### config.mk
export PLATFORM = sky130hd
export DESIGN_NAME = m68k_bus_ctrl
export DESIGN_NICKNAME = d
export VERILOG_FILES = /design/src/logic/m68k_bus_pkg.sv /design/src/logic/phase_e_clock.sv /design/src/logic/pin_filter.sv /design/src/logic/bus_arbiter.sv /design/src/logic/int_priority.sv /design/src/logic/m68k_bus_ctrl.sv
export SDC_FILE = /design/constraint.sdc
export NUM_CORES = 1
export LEC_CHECK = 0
export BUFFER_PORTS_ARGS = -buffer_cell sky130_fd_sc_hd__buf_2
export CORE_MARGIN = 2
export CORE_UTILIZATION = 55
export CTS_BUF_LIST = sky130_fd_sc_hd__clkbuf_8
export DETAILED_ROUTE_END_ITERATION = 7
export PLACE_DENSITY = 0.77
export SETUP_SLACK_MARGIN = 0.2
export SLEW_MARGIN = 15
export SYNTH_ARGS = -nofsm -noshare
export SYNTH_HDL_FRONTEND = slang
export SYNTH_SLANG_ARGS = --single-unit
export TNS_END_PERCENT = 30
### constraint.sdc
create_clock -name MCLK -period 3 [get_ports MCLK]
set_input_delay 0.3 -clock MCLK [delete_from_list [all_inputs] [get_ports MCLK]]
set_output_delay 0.3 -clock MCLK [all_outputs]
set_load 0.01 [all_outputs]
### src/logic/m68k_bus_pkg.sv
//////////////////////////////////////////////////
// 68000 bus control constants
// E clock division, pin filter indices and
// bus arbiter state codes
//////////////////////////////////////////////////

package m68k_bus_pkg;

	//////////////////////////////////////////////////
	// E clock
	//////////////////////////////////////////////////
	localparam int E_DIV   = 10;	// cpu clocks per E period
	localparam int E_HIGH  = 4;	// cpu clocks E is high
	localparam int E_CNT_W = 4;	// phase counter width

	//////////////////////////////////////////////////
	// Conditioned pins
	//////////////////////////////////////////////////
	localparam int NUM_PINS  = 5;
	localparam int PIN_IPL0  = 0;
	localparam int PIN_IPL1  = 1;
	localparam int PIN_IPL2  = 2;
	localparam int PIN_BR    = 3;
	localparam int PIN_BGACK = 4;

	// Interrupt level
	localparam int IPL_W     = 3;
	localparam int NMI_LEVEL = 7;	// Not maskable

	//////////////////////////////////////////////////
	// Arbiter states
	//////////////////////////////////////////////////
	localparam logic [1:0] ARB_IDLE  = 2'd0;
	localparam logic [1:0] ARB_GRANT = 2'd1;	// BG driven low
	localparam logic [1:0] ARB_OWNED = 2'd2;	// External master holds bus

endpackage

### src/logic/phase_e_clock.sv
//////////////////////////////////////////////////
// Processor clock phase generator
// Finds cpu_clk edges in the MCLK domain, issues
// sample and update strobes, and divides the
// falling edges down to the E clock
//////////////////////////////////////////////////

`timescale 1ns/1ps

module phase_e_clock import m68k_bus_pkg::*;
(
	input  logic MCLK,
	input  logic rst_n,
	input  logic cpu_clk,
	output logic sample,
	output logic update,
	output logic e_clk
);

	logic               clk_q1;		// First look at cpu_clk
	logic               clk_q2;		// Previous level
	logic               clk_fall;
	logic               clk_rise;
	logic [E_CNT_W-1:0] phase;
	logic [E_CNT_W-1:0] phase_next;

	//////////////////////////////////////////////////
	// Edge detection
	//////////////////////////////////////////////////
	always_ff @(posedge MCLK or negedge rst_n)
	begin
		if (!rst_n)
		begin
			clk_q1 <= 1'b0;
			clk_q2 <= 1'b0;
		end
		else
		begin
			clk_q1 <= cpu_clk;
			clk_q2 <= clk_q1;
		end
	end

	assign clk_fall = clk_q2 & ~clk_q1;
	assign clk_rise = ~clk_q2 & clk_q1;

	//////////////////////////////////////////////////
	// E clock divider
	//////////////////////////////////////////////////
	always_comb
	begin
		if (phase == E_CNT_W'(E_DIV - 1))
			phase_next = '0;	// Wrap at end of period
		else
			phase_next = phase + 1'b1;
	end

	// E goes high after phase 5 and low after phase 9
	always_ff @(posedge MCLK or negedge rst_n)
	begin
		if (!rst_n)
		begin
			sample <= 1'b0;
			update <= 1'b0;
			phase  <= '0;
			e_clk  <= 1'b0;
		end
		else
		begin
			sample <= clk_fall;
			update <= clk_rise;
			if (clk_fall)
			begin
				phase <= phase_next;
				e_clk <= (phase_next >= E_CNT_W'(E_DIV - E_HIGH));
			end
		end
	end

endmodule

### src/logic/pin_filter.sv
//////////////////////////////////////////////////
// Asynchronous pin conditioner
// Two-flop synchronizer plus a two-sample
// agreement filter on an active-low pin
//////////////////////////////////////////////////

`timescale 1ns/1ps

module pin_filter
(
	input  logic MCLK,
	input  logic rst_n,
	input  logic sample,
	input  logic pin_n,
	output logic asserted
);

	logic meta_n;	// First synchronizer stage
	logic sync_n;
	logic last_n;	// Value seen at previous sample

	always_ff @(posedge MCLK or negedge rst_n)
	begin
		if (!rst_n)
		begin
			meta_n <= 1'b1;
			sync_n <= 1'b1;
		end
		else
		begin
			meta_n <= pin_n;
			sync_n <= meta_n;
		end
	end

	// A single odd sample never reaches asserted
	always_ff @(posedge MCLK or negedge rst_n)
	begin
		if (!rst_n)
		begin
			last_n   <= 1'b1;
			asserted <= 1'b0;
		end
		else if (sample)
		begin
			last_n <= sync_n;
			if (sync_n == last_n)
				asserted <= ~sync_n;	// Two in a row agree
		end
	end

endmodule

### src/logic/bus_arbiter.sv
//////////////////////////////////////////////////
// Bus arbiter
// Three-state grant machine stepping on update,
// drives BG from conditioned BR and BGACK
//////////////////////////////////////////////////

`timescale 1ns/1ps

module bus_arbiter import m68k_bus_pkg::*;
(
	input  logic MCLK,
	input  logic rst_n,
	input  logic update,
	input  logic br,
	input  logic bgack,
	output logic bg_n
);

	logic [1:0] state;
	logic [1:0] state_next;

	//////////////////////////////////////////////////
	// Next state
	//////////////////////////////////////////////////
	always_comb
	begin
		state_next = state;
		case (state)
			ARB_IDLE:
			begin
				if (bgack)
					state_next = ARB_OWNED;	// Master took bus unasked
				else if (br)
					state_next = ARB_GRANT;
			end
			ARB_GRANT:
			begin
				if (bgack)
					state_next = ARB_OWNED;
				else if (!br)
					state_next = ARB_IDLE;	// Request withdrawn
			end
			ARB_OWNED:
			begin
				if (!bgack)
				begin
					if (br)
						state_next = ARB_GRANT;
					else
						state_next = ARB_IDLE;
				end
			end
			default:
				state_next = ARB_IDLE;
		endcase
	end

	//////////////////////////////////////////////////
	// State and grant output
	//////////////////////////////////////////////////
	always_ff @(posedge MCLK or negedge rst_n)
	begin
		if (!rst_n)
		begin
			state <= ARB_IDLE;
			bg_n  <= 1'b1;
		end
		else if (update)
		begin
			state <= state_next;
			bg_n  <= (state_next != ARB_GRANT);	// Low only while granting
		end
	end

endmodule

### src/logic/int_priority.sv
//////////////////////////////////////////////////
// Interrupt priority comparator
// Latches the conditioned IPL level and flags a
// pending request above the mask or at level 7
//////////////////////////////////////////////////

`timescale 1ns/1ps

module int_priority import m68k_bus_pkg::*;
(
	input  logic             MCLK,
	input  logic             rst_n,
	input  logic             update,
	input  logic [IPL_W-1:0] ipl,
	input  logic [IPL_W-1:0] int_mask,
	output logic [IPL_W-1:0] int_level,
	output logic             int_pending
);

	logic above_mask;
	logic is_nmi;

	assign above_mask = (ipl > int_mask);
	assign is_nmi     = (ipl == IPL_W'(NMI_LEVEL));	// Ignores mask

	always_ff @(posedge MCLK or negedge rst_n)
	begin
		if (!rst_n)
		begin
			int_level   <= '0;
			int_pending <= 1'b0;
		end
		else if (update)
		begin
			int_level   <= ipl;
			int_pending <= above_mask | is_nmi;
		end
	end

endmodule

### src/logic/m68k_bus_ctrl.sv
//////////////////////////////////////////////////
// 68000 pin-side bus control, top level
// Phase and E clock generation, pin conditioning,
// bus arbitration and interrupt compare
//////////////////////////////////////////////////

`timescale 1ns/1ps

module m68k_bus_ctrl import m68k_bus_pkg::*;
(
	input  logic             MCLK,
	input  logic             rst_n,
	input  logic             cpu_clk,
	input  logic             br_n,
	input  logic             bgack_n,
	input  logic [IPL_W-1:0] ipl_n,
	input  logic [IPL_W-1:0] int_mask,
	output logic             e_clk,
	output logic             bg_n,
	output logic [IPL_W-1:0] int_level,
	output logic             int_pending
);

	logic                sample;
	logic                update;
	logic [NUM_PINS-1:0] pin_raw_n;	// Raw pins in filter order
	logic [NUM_PINS-1:0] pin_level;	// Conditioned, active high
	logic [IPL_W-1:0]    ipl_level;

	//////////////////////////////////////////////////
	// Clock phases
	//////////////////////////////////////////////////
	phase_e_clock u_phase_e_clock
	(
		.MCLK    (MCLK),
		.rst_n   (rst_n),
		.cpu_clk (cpu_clk),
		.sample  (sample),
		.update  (update),
		.e_clk   (e_clk)
	);

	//////////////////////////////////////////////////
	// Pin conditioning
	//////////////////////////////////////////////////
	assign pin_raw_n[PIN_IPL0]  = ipl_n[0];
	assign pin_raw_n[PIN_IPL1]  = ipl_n[1];
	assign pin_raw_n[PIN_IPL2]  = ipl_n[2];
	assign pin_raw_n[PIN_BR]    = br_n;
	assign pin_raw_n[PIN_BGACK] = bgack_n;

	for (genvar i = 0; i < NUM_PINS; i++)
	begin : g_pin
		pin_filter u_pin_filter
		(
			.MCLK     (MCLK),
			.rst_n    (rst_n),
			.sample   (sample),
			.pin_n    (pin_raw_n[i]),
			.asserted (pin_level[i])
		);
	end

	//////////////////////////////////////////////////
	// Arbitration and interrupts
	//////////////////////////////////////////////////
	bus_arbiter u_bus_arbiter
	(
		.MCLK   (MCLK),
		.rst_n  (rst_n),
		.update (update),
		.br     (pin_level[PIN_BR]),
		.bgack  (pin_level[PIN_BGACK]),
		.bg_n   (bg_n)
	);

	assign ipl_level = {pin_level[PIN_IPL2], pin_level[PIN_IPL1], pin_level[PIN_IPL0]};

	int_priority u_int_priority
	(
		.MCLK        (MCLK),
		.rst_n       (rst_n),
		.update      (update),
		.ipl         (ipl_level),
		.int_mask    (int_mask),
		.int_level   (int_level),
		.int_pending (int_pending)
	);

endmodule

; ---- After elaboration in Yosys (flattened, before gate mapping)
; Cells that the tools add are included.
; W data, S select, Z words.
[word_totals]
register_bits = 36
inputBits = 11
output_inout_bits = 6
word_cells = 67
[classes]
n_addsub = 1
magnitude_cmp = 2
eq_ne = 10
muxes = 8
bitwise_logic = 10
n_reduce_logical = 6
[ops]
columns = operator, count
row1 = $mux W2, 5
row2 = $reduce_and A2 Y1, 5
row3 = $not A1 Y1, 7
row4 = $pmux W2 S3, 1
row5 = $eq A1 B1 Y1, 5
row6 = $add A4 B1 Y4 const B, 1
row7 = $eq A4 B4 Y1 const B, 1
row8 = $ge A4 B3 Y1 const B, 1
row9 = $mux W4, 1
row10 = $eq A3 B3 Y1 const B, 1
row11 = $gt A3 B3 Y1, 1
row12 = $and A1 B1 Y1, 2
row13 = $eq A2 B1 Y1 const B, 1
row14 = $eq A2 B2 Y1 const B, 1
row15 = $logic_not A2 Y1, 1
row16 = $ne A2 B1 Y1 const B, 1
row17 = $mux W1, 1
row18 = $or A1 B1 Y1, 1

; ---- Logic depth before layout (Yosys ltp)
[logic_depth]
word_depth = 4
depth_mapped = 5

; ---- By module
; Synthesis repeated with hierarchy kept, for this count alone.
[unflattened]
hier_cells = 115
hier_area_um2 = 1386.3
[by_module_without_submodules]
columns = mod, instances, cells_per_inst, area_each_um2, seq_area_each_um2
row1 = pin_filter, 5, 11, 133.9, 103.8
row2 = phase_e_clock, 1, 29, 365.4, 225.2
row3 = int_priority, 1, 20, 226.5, 100.1
row4 = bus_arbiter, 1, 11, 125.1, 76.3

; ---- Worst setup path before layout
; OpenSTA, ideal clock, no wires.
[synth_timing]
path_type = register to register
from = register g_pin[1].u_pin_filter.asserted
to = register u_int_priority.int_pending
setup_time_ps = 127
arrival_ps = 987
slack_ps = 1885
path_stages_with_launch = 5
n_path_buf = 0
path_cell_list = dfrtp_1 > ha_1 > nor2b_1 > nor3_1 > o21ai_1
[synth_via]
elab_chain_len = 2
word_cells_on_any_way = 3
cone_classes = order compare (1) / eq/ne (1) / bitwise (1)
[synth_lines]
columns = element, line_no
row1 = start: declaration, pin_filter.sv:15  ; output logic asserted
row2 = start signal: assignment, pin_filter.sv:48  ; asserted <= ~sync_n;
row3 = $gt A3 B3 Y1 / $eq A3 B3 Y1 (equally long branches), "int_priority.sv:23, int_priority.sv:24"
row4 = $or A1 B1 Y1 (*), int_priority.sv:36  ; int_pending <= above_mask | is_nmi;
row5 = end signal: assignment, int_priority.sv:36
row6 = end: declaration, int_priority.sv:17  ; output logic int_pending
; Every way passes the cells marked *; elsewhere a longest branch is shown, timed or not.
; A chain may end at the register's enable or synchronous reset.

; ---- Worst setup path after layout
; Ends and elaborated chain as after synthesis.

==> qor.yml <==
status: "finished clean"
r2r_start: "g_pin[1].u_pin_filter.asserted$_DFFE_PN0P_"
wl_per_cell_um: 13.1
grt_pass1_wl_mm: 3.51
vias_per_cell: 5.33
final_common_cell: "dfrtp_1"
clkLatencyLatePin_ns: 0.28
slew_viol_final: 0
ys_seq_area_share_pct: 65.2
period_share_pct: 42.7
yosysWarnings: 0
intPower_uw: 1070
clock_skew_ns: 0.00450
leakage_uw: 0.000761
comb_power_share_pct: 12.2
p_sw_uw: 324
fmax_mhz: 782
power_frac_seq_pct: 45.9
synth.distinct_cells: 30
die_h_um: 54.7
hold_buffers: 0
drt_iter0_drc: 2
hold_viol: 0
synth_simple_gate_area_share_pct: 12.4
crit_path_max_fanout: 5
h-tree-depth: 2
synth_compound_area_share_pct: 10.6
ctsResizeCount: 0
routed_wl_mm: 2.22
vias: 906
timing.max_cap.violations: 0
antenna_found_initial: 0
rows: 18
synth_top_area_share_pct: 35.4
cts-root-buf: "clkbuf_8"
final_cell_mix: "dfrtp_1 (20), dfstp_2 (16), buf_2 (16)"
die_w_um: 54.7
numCtsBuffers: 5
dieArea_um2: 2990
ioPinCount: 17
r2r_setup_slack_ns: 1.72
grt_pass1_vias: 827
num_antenna_cells: 0
worstMarginPinSlew_ns: 0.746
hold_class: "in -> async"
gp_congestion: 0.715
finalSetupViolations: 0
vdd_drop_max_mv: 0.661
initial_utilization_pct: 57.5
min_period_ns: 1.28
end_kind: "flop"
cts_sinks: 36
rsz0062_at_grt: "no"
netlist_top_cells_area: "dfrtp_1 (35%), dfstp_2 (30%), inv_1 (4.0%), o21ai_0 (3.9%), nand2_1 (3.2%)"
power.density_nw_per_um2: 835
numPortBuffers: 16
grt_max_degree: 37
drcViolationCount: 0
worstPathArrival_ns: 1.45
synth.avg_cell_area_um2: 11.9
synth_xor_area_share_pct: 1.24
netlist_area_um2: 1410
crit_type: "reg -> reg"
timing.rr.end: "u_int_priority.int_pending$_DFFE_PN0P_"
core_um2: 2450
regArea_um2: 921
reg2regPathDepth: 4
ys_ff_latch: 36
cts_tree: "yes"
n_fill_cell: 195
utilization_pct: 67.9
drtAntennaViolNets: 0
synth_top_area_cell: "dfrtp_1"
firstDrtPassIters: 4
crit_required_ns: 3.17
yosys-mux-area-fraction_pct: 2.39
cts.path.max_buffers: 2
tns_ns: 0
syn_inst: 119
synth_top_family_by_area: "simple AND/OR/NAND/NOR gates"
p_clk_share_pct: 41.9
synthAdderAreaFrac_pct: 2.66
syn_to_final_growth_pct: 18.1
syn_nets: 133
multi_input_area_um2: 414
max_slew_margin_pct: 50.2
drive_gt1_share_pct: 34.3
path_clk_slew_ns: 0.07
switching_share_pct: 23.2
overflow: 0
cts_setup_buffers: 0
track_usage_pct: 17.8
fin_nets: 153
hpwl_mm: 1.51
start_kind: "flop"
==> cell usage after synthesis <==
master    count
dfrtp_1      20
dfstp_2      16
inv_1        15
nand2_1      12
o21ai_0      11
a21oi_1       5
nand3_1       5
nor2b_1       4
ha_1          3
mux2_2        3
o21ai_1       3
buf_2         2
nor3_2        2
o211ai_1      2
a21o_1        1
a21oi_2       1
a41oi_1       1
and2b_1       1
and2b_4       1
and3b_1       1
buf_6         1
nand3b_1      1
nand3b_2      1
nor2_1        1
nor3_1        1
o22a_1        1
o22ai_1       1
or2_1         1
xnor2_1       1
xor2_1        1
==> cells by family after synthesis <==
group | Yosys count
multiplexers | 3
buffers and inverters | 18
flip-flops | 36
AO/OA/AOI/OAI | 26
adder cells (fa/ha/maj) | 3
AND/OR/NAND/NOR | 31
XOR/XNOR | 2
==> worst max-delay path: stages, from the launching register on <==
cell and delay, ns:
dfrtp_1 0.43, ha_1 0.32, nor2b_1 0.14, nor3_1 0.19
o21ai_1 0.10
==> registers in the layout (all words and copies together), names as in the netlist <==
register and count:
g_pin.u_pin_filter.asserted 5, g_pin.u_pin_filter.last_n 5, g_pin.u_pin_filter.meta_n 5, g_pin.u_pin_filter.sync_n 5, u_bus_arbiter.bg_n 1, u_bus_arbiter.state 2
u_int_priority.int_level 3, u_int_priority.int_pending 1, u_phase_e_clock.clk_q1 1, u_phase_e_clock.clk_q2 1, u_phase_e_clock.e_clk 1, u_phase_e_clock.phase 4
u_phase_e_clock.sample 1, u_phase_e_clock.update 1
==> metal layers <==
layer	routed length, um	track usage (%)
met2	1080	30.4
met5	0	0
met4	48	9.17
met1	974	18.6
met3	125	7.38
==> power groups by stage <==
stage | Sequential (uW) | Clock [uW] | Combinational, uW
after floorplan | 625 | 0 | 143
after global placement | 642 | 0 | 160
after detailed placement | 644 | 0 | 173
after CTS | 638 | 594 | 172
after global routing | 650 | 615 | 190
final | 639 | 584 | 170
==> worst max-delay path by stage <==
stage / slack, ns / end / cells past startpoint / from
finish: 1.72 / u_int_priority.int_pending$_DFFE_PN0P_ / 4 / g_pin[1].u_pin_filter.asserted$_DFFE_PN0P_
global route: 1.69 / u_int_priority.int_pending$_DFFE_PN0P_ / 4 / g_pin[1].u_pin_filter.asserted$_DFFE_PN0P_
CTS: 1.75 / bg_n / 1 / u_bus_arbiter.bg_n$_DFFE_PN1P_
detailed placement: 1.76 / u_int_priority.int_pending$_DFFE_PN0P_ / 6 / int_mask[1]
global placement: 1.86 / u_int_priority.int_pending$_DFFE_PN0P_ / 6 / int_mask[1]
floorplan: 1.89 / u_int_priority.int_pending$_DFFE_PN0P_ / 4 / g_pin[1].u_pin_filter.asserted$_DFFE_PN0P_
==> cell type report <==
cell class / instances / area share, %
Sequential cell: 36 / 55.2
Multi-Input combinational cell: 65 / 24.8
Clock inverter: 3 / 5.40
Timing Repair Buffer: 16 / 4.80
Clock buffer: 5 / 4.13
Inverter: 15 / 3.38
Tap cell: 30 / 2.25
==> per-stage QoR <==
stage          std cells  hold WS, ns  cell area, um2  power (uW)  worst slack [ns]
2_1_floorplan        119      0.00441            1410         768              1.89
6_report             170       0.0763            1670        1390              1.72
5_1_grt              170       0.0954            1670        1450              1.69
3_3_place_gp         162        0.345            1510         802              1.86
3_5_place_dp         162        0.348            1510         817              1.76
4_1_cts              170       0.0953            1670        1400              1.75
Power figures use the tool's default switching activity.
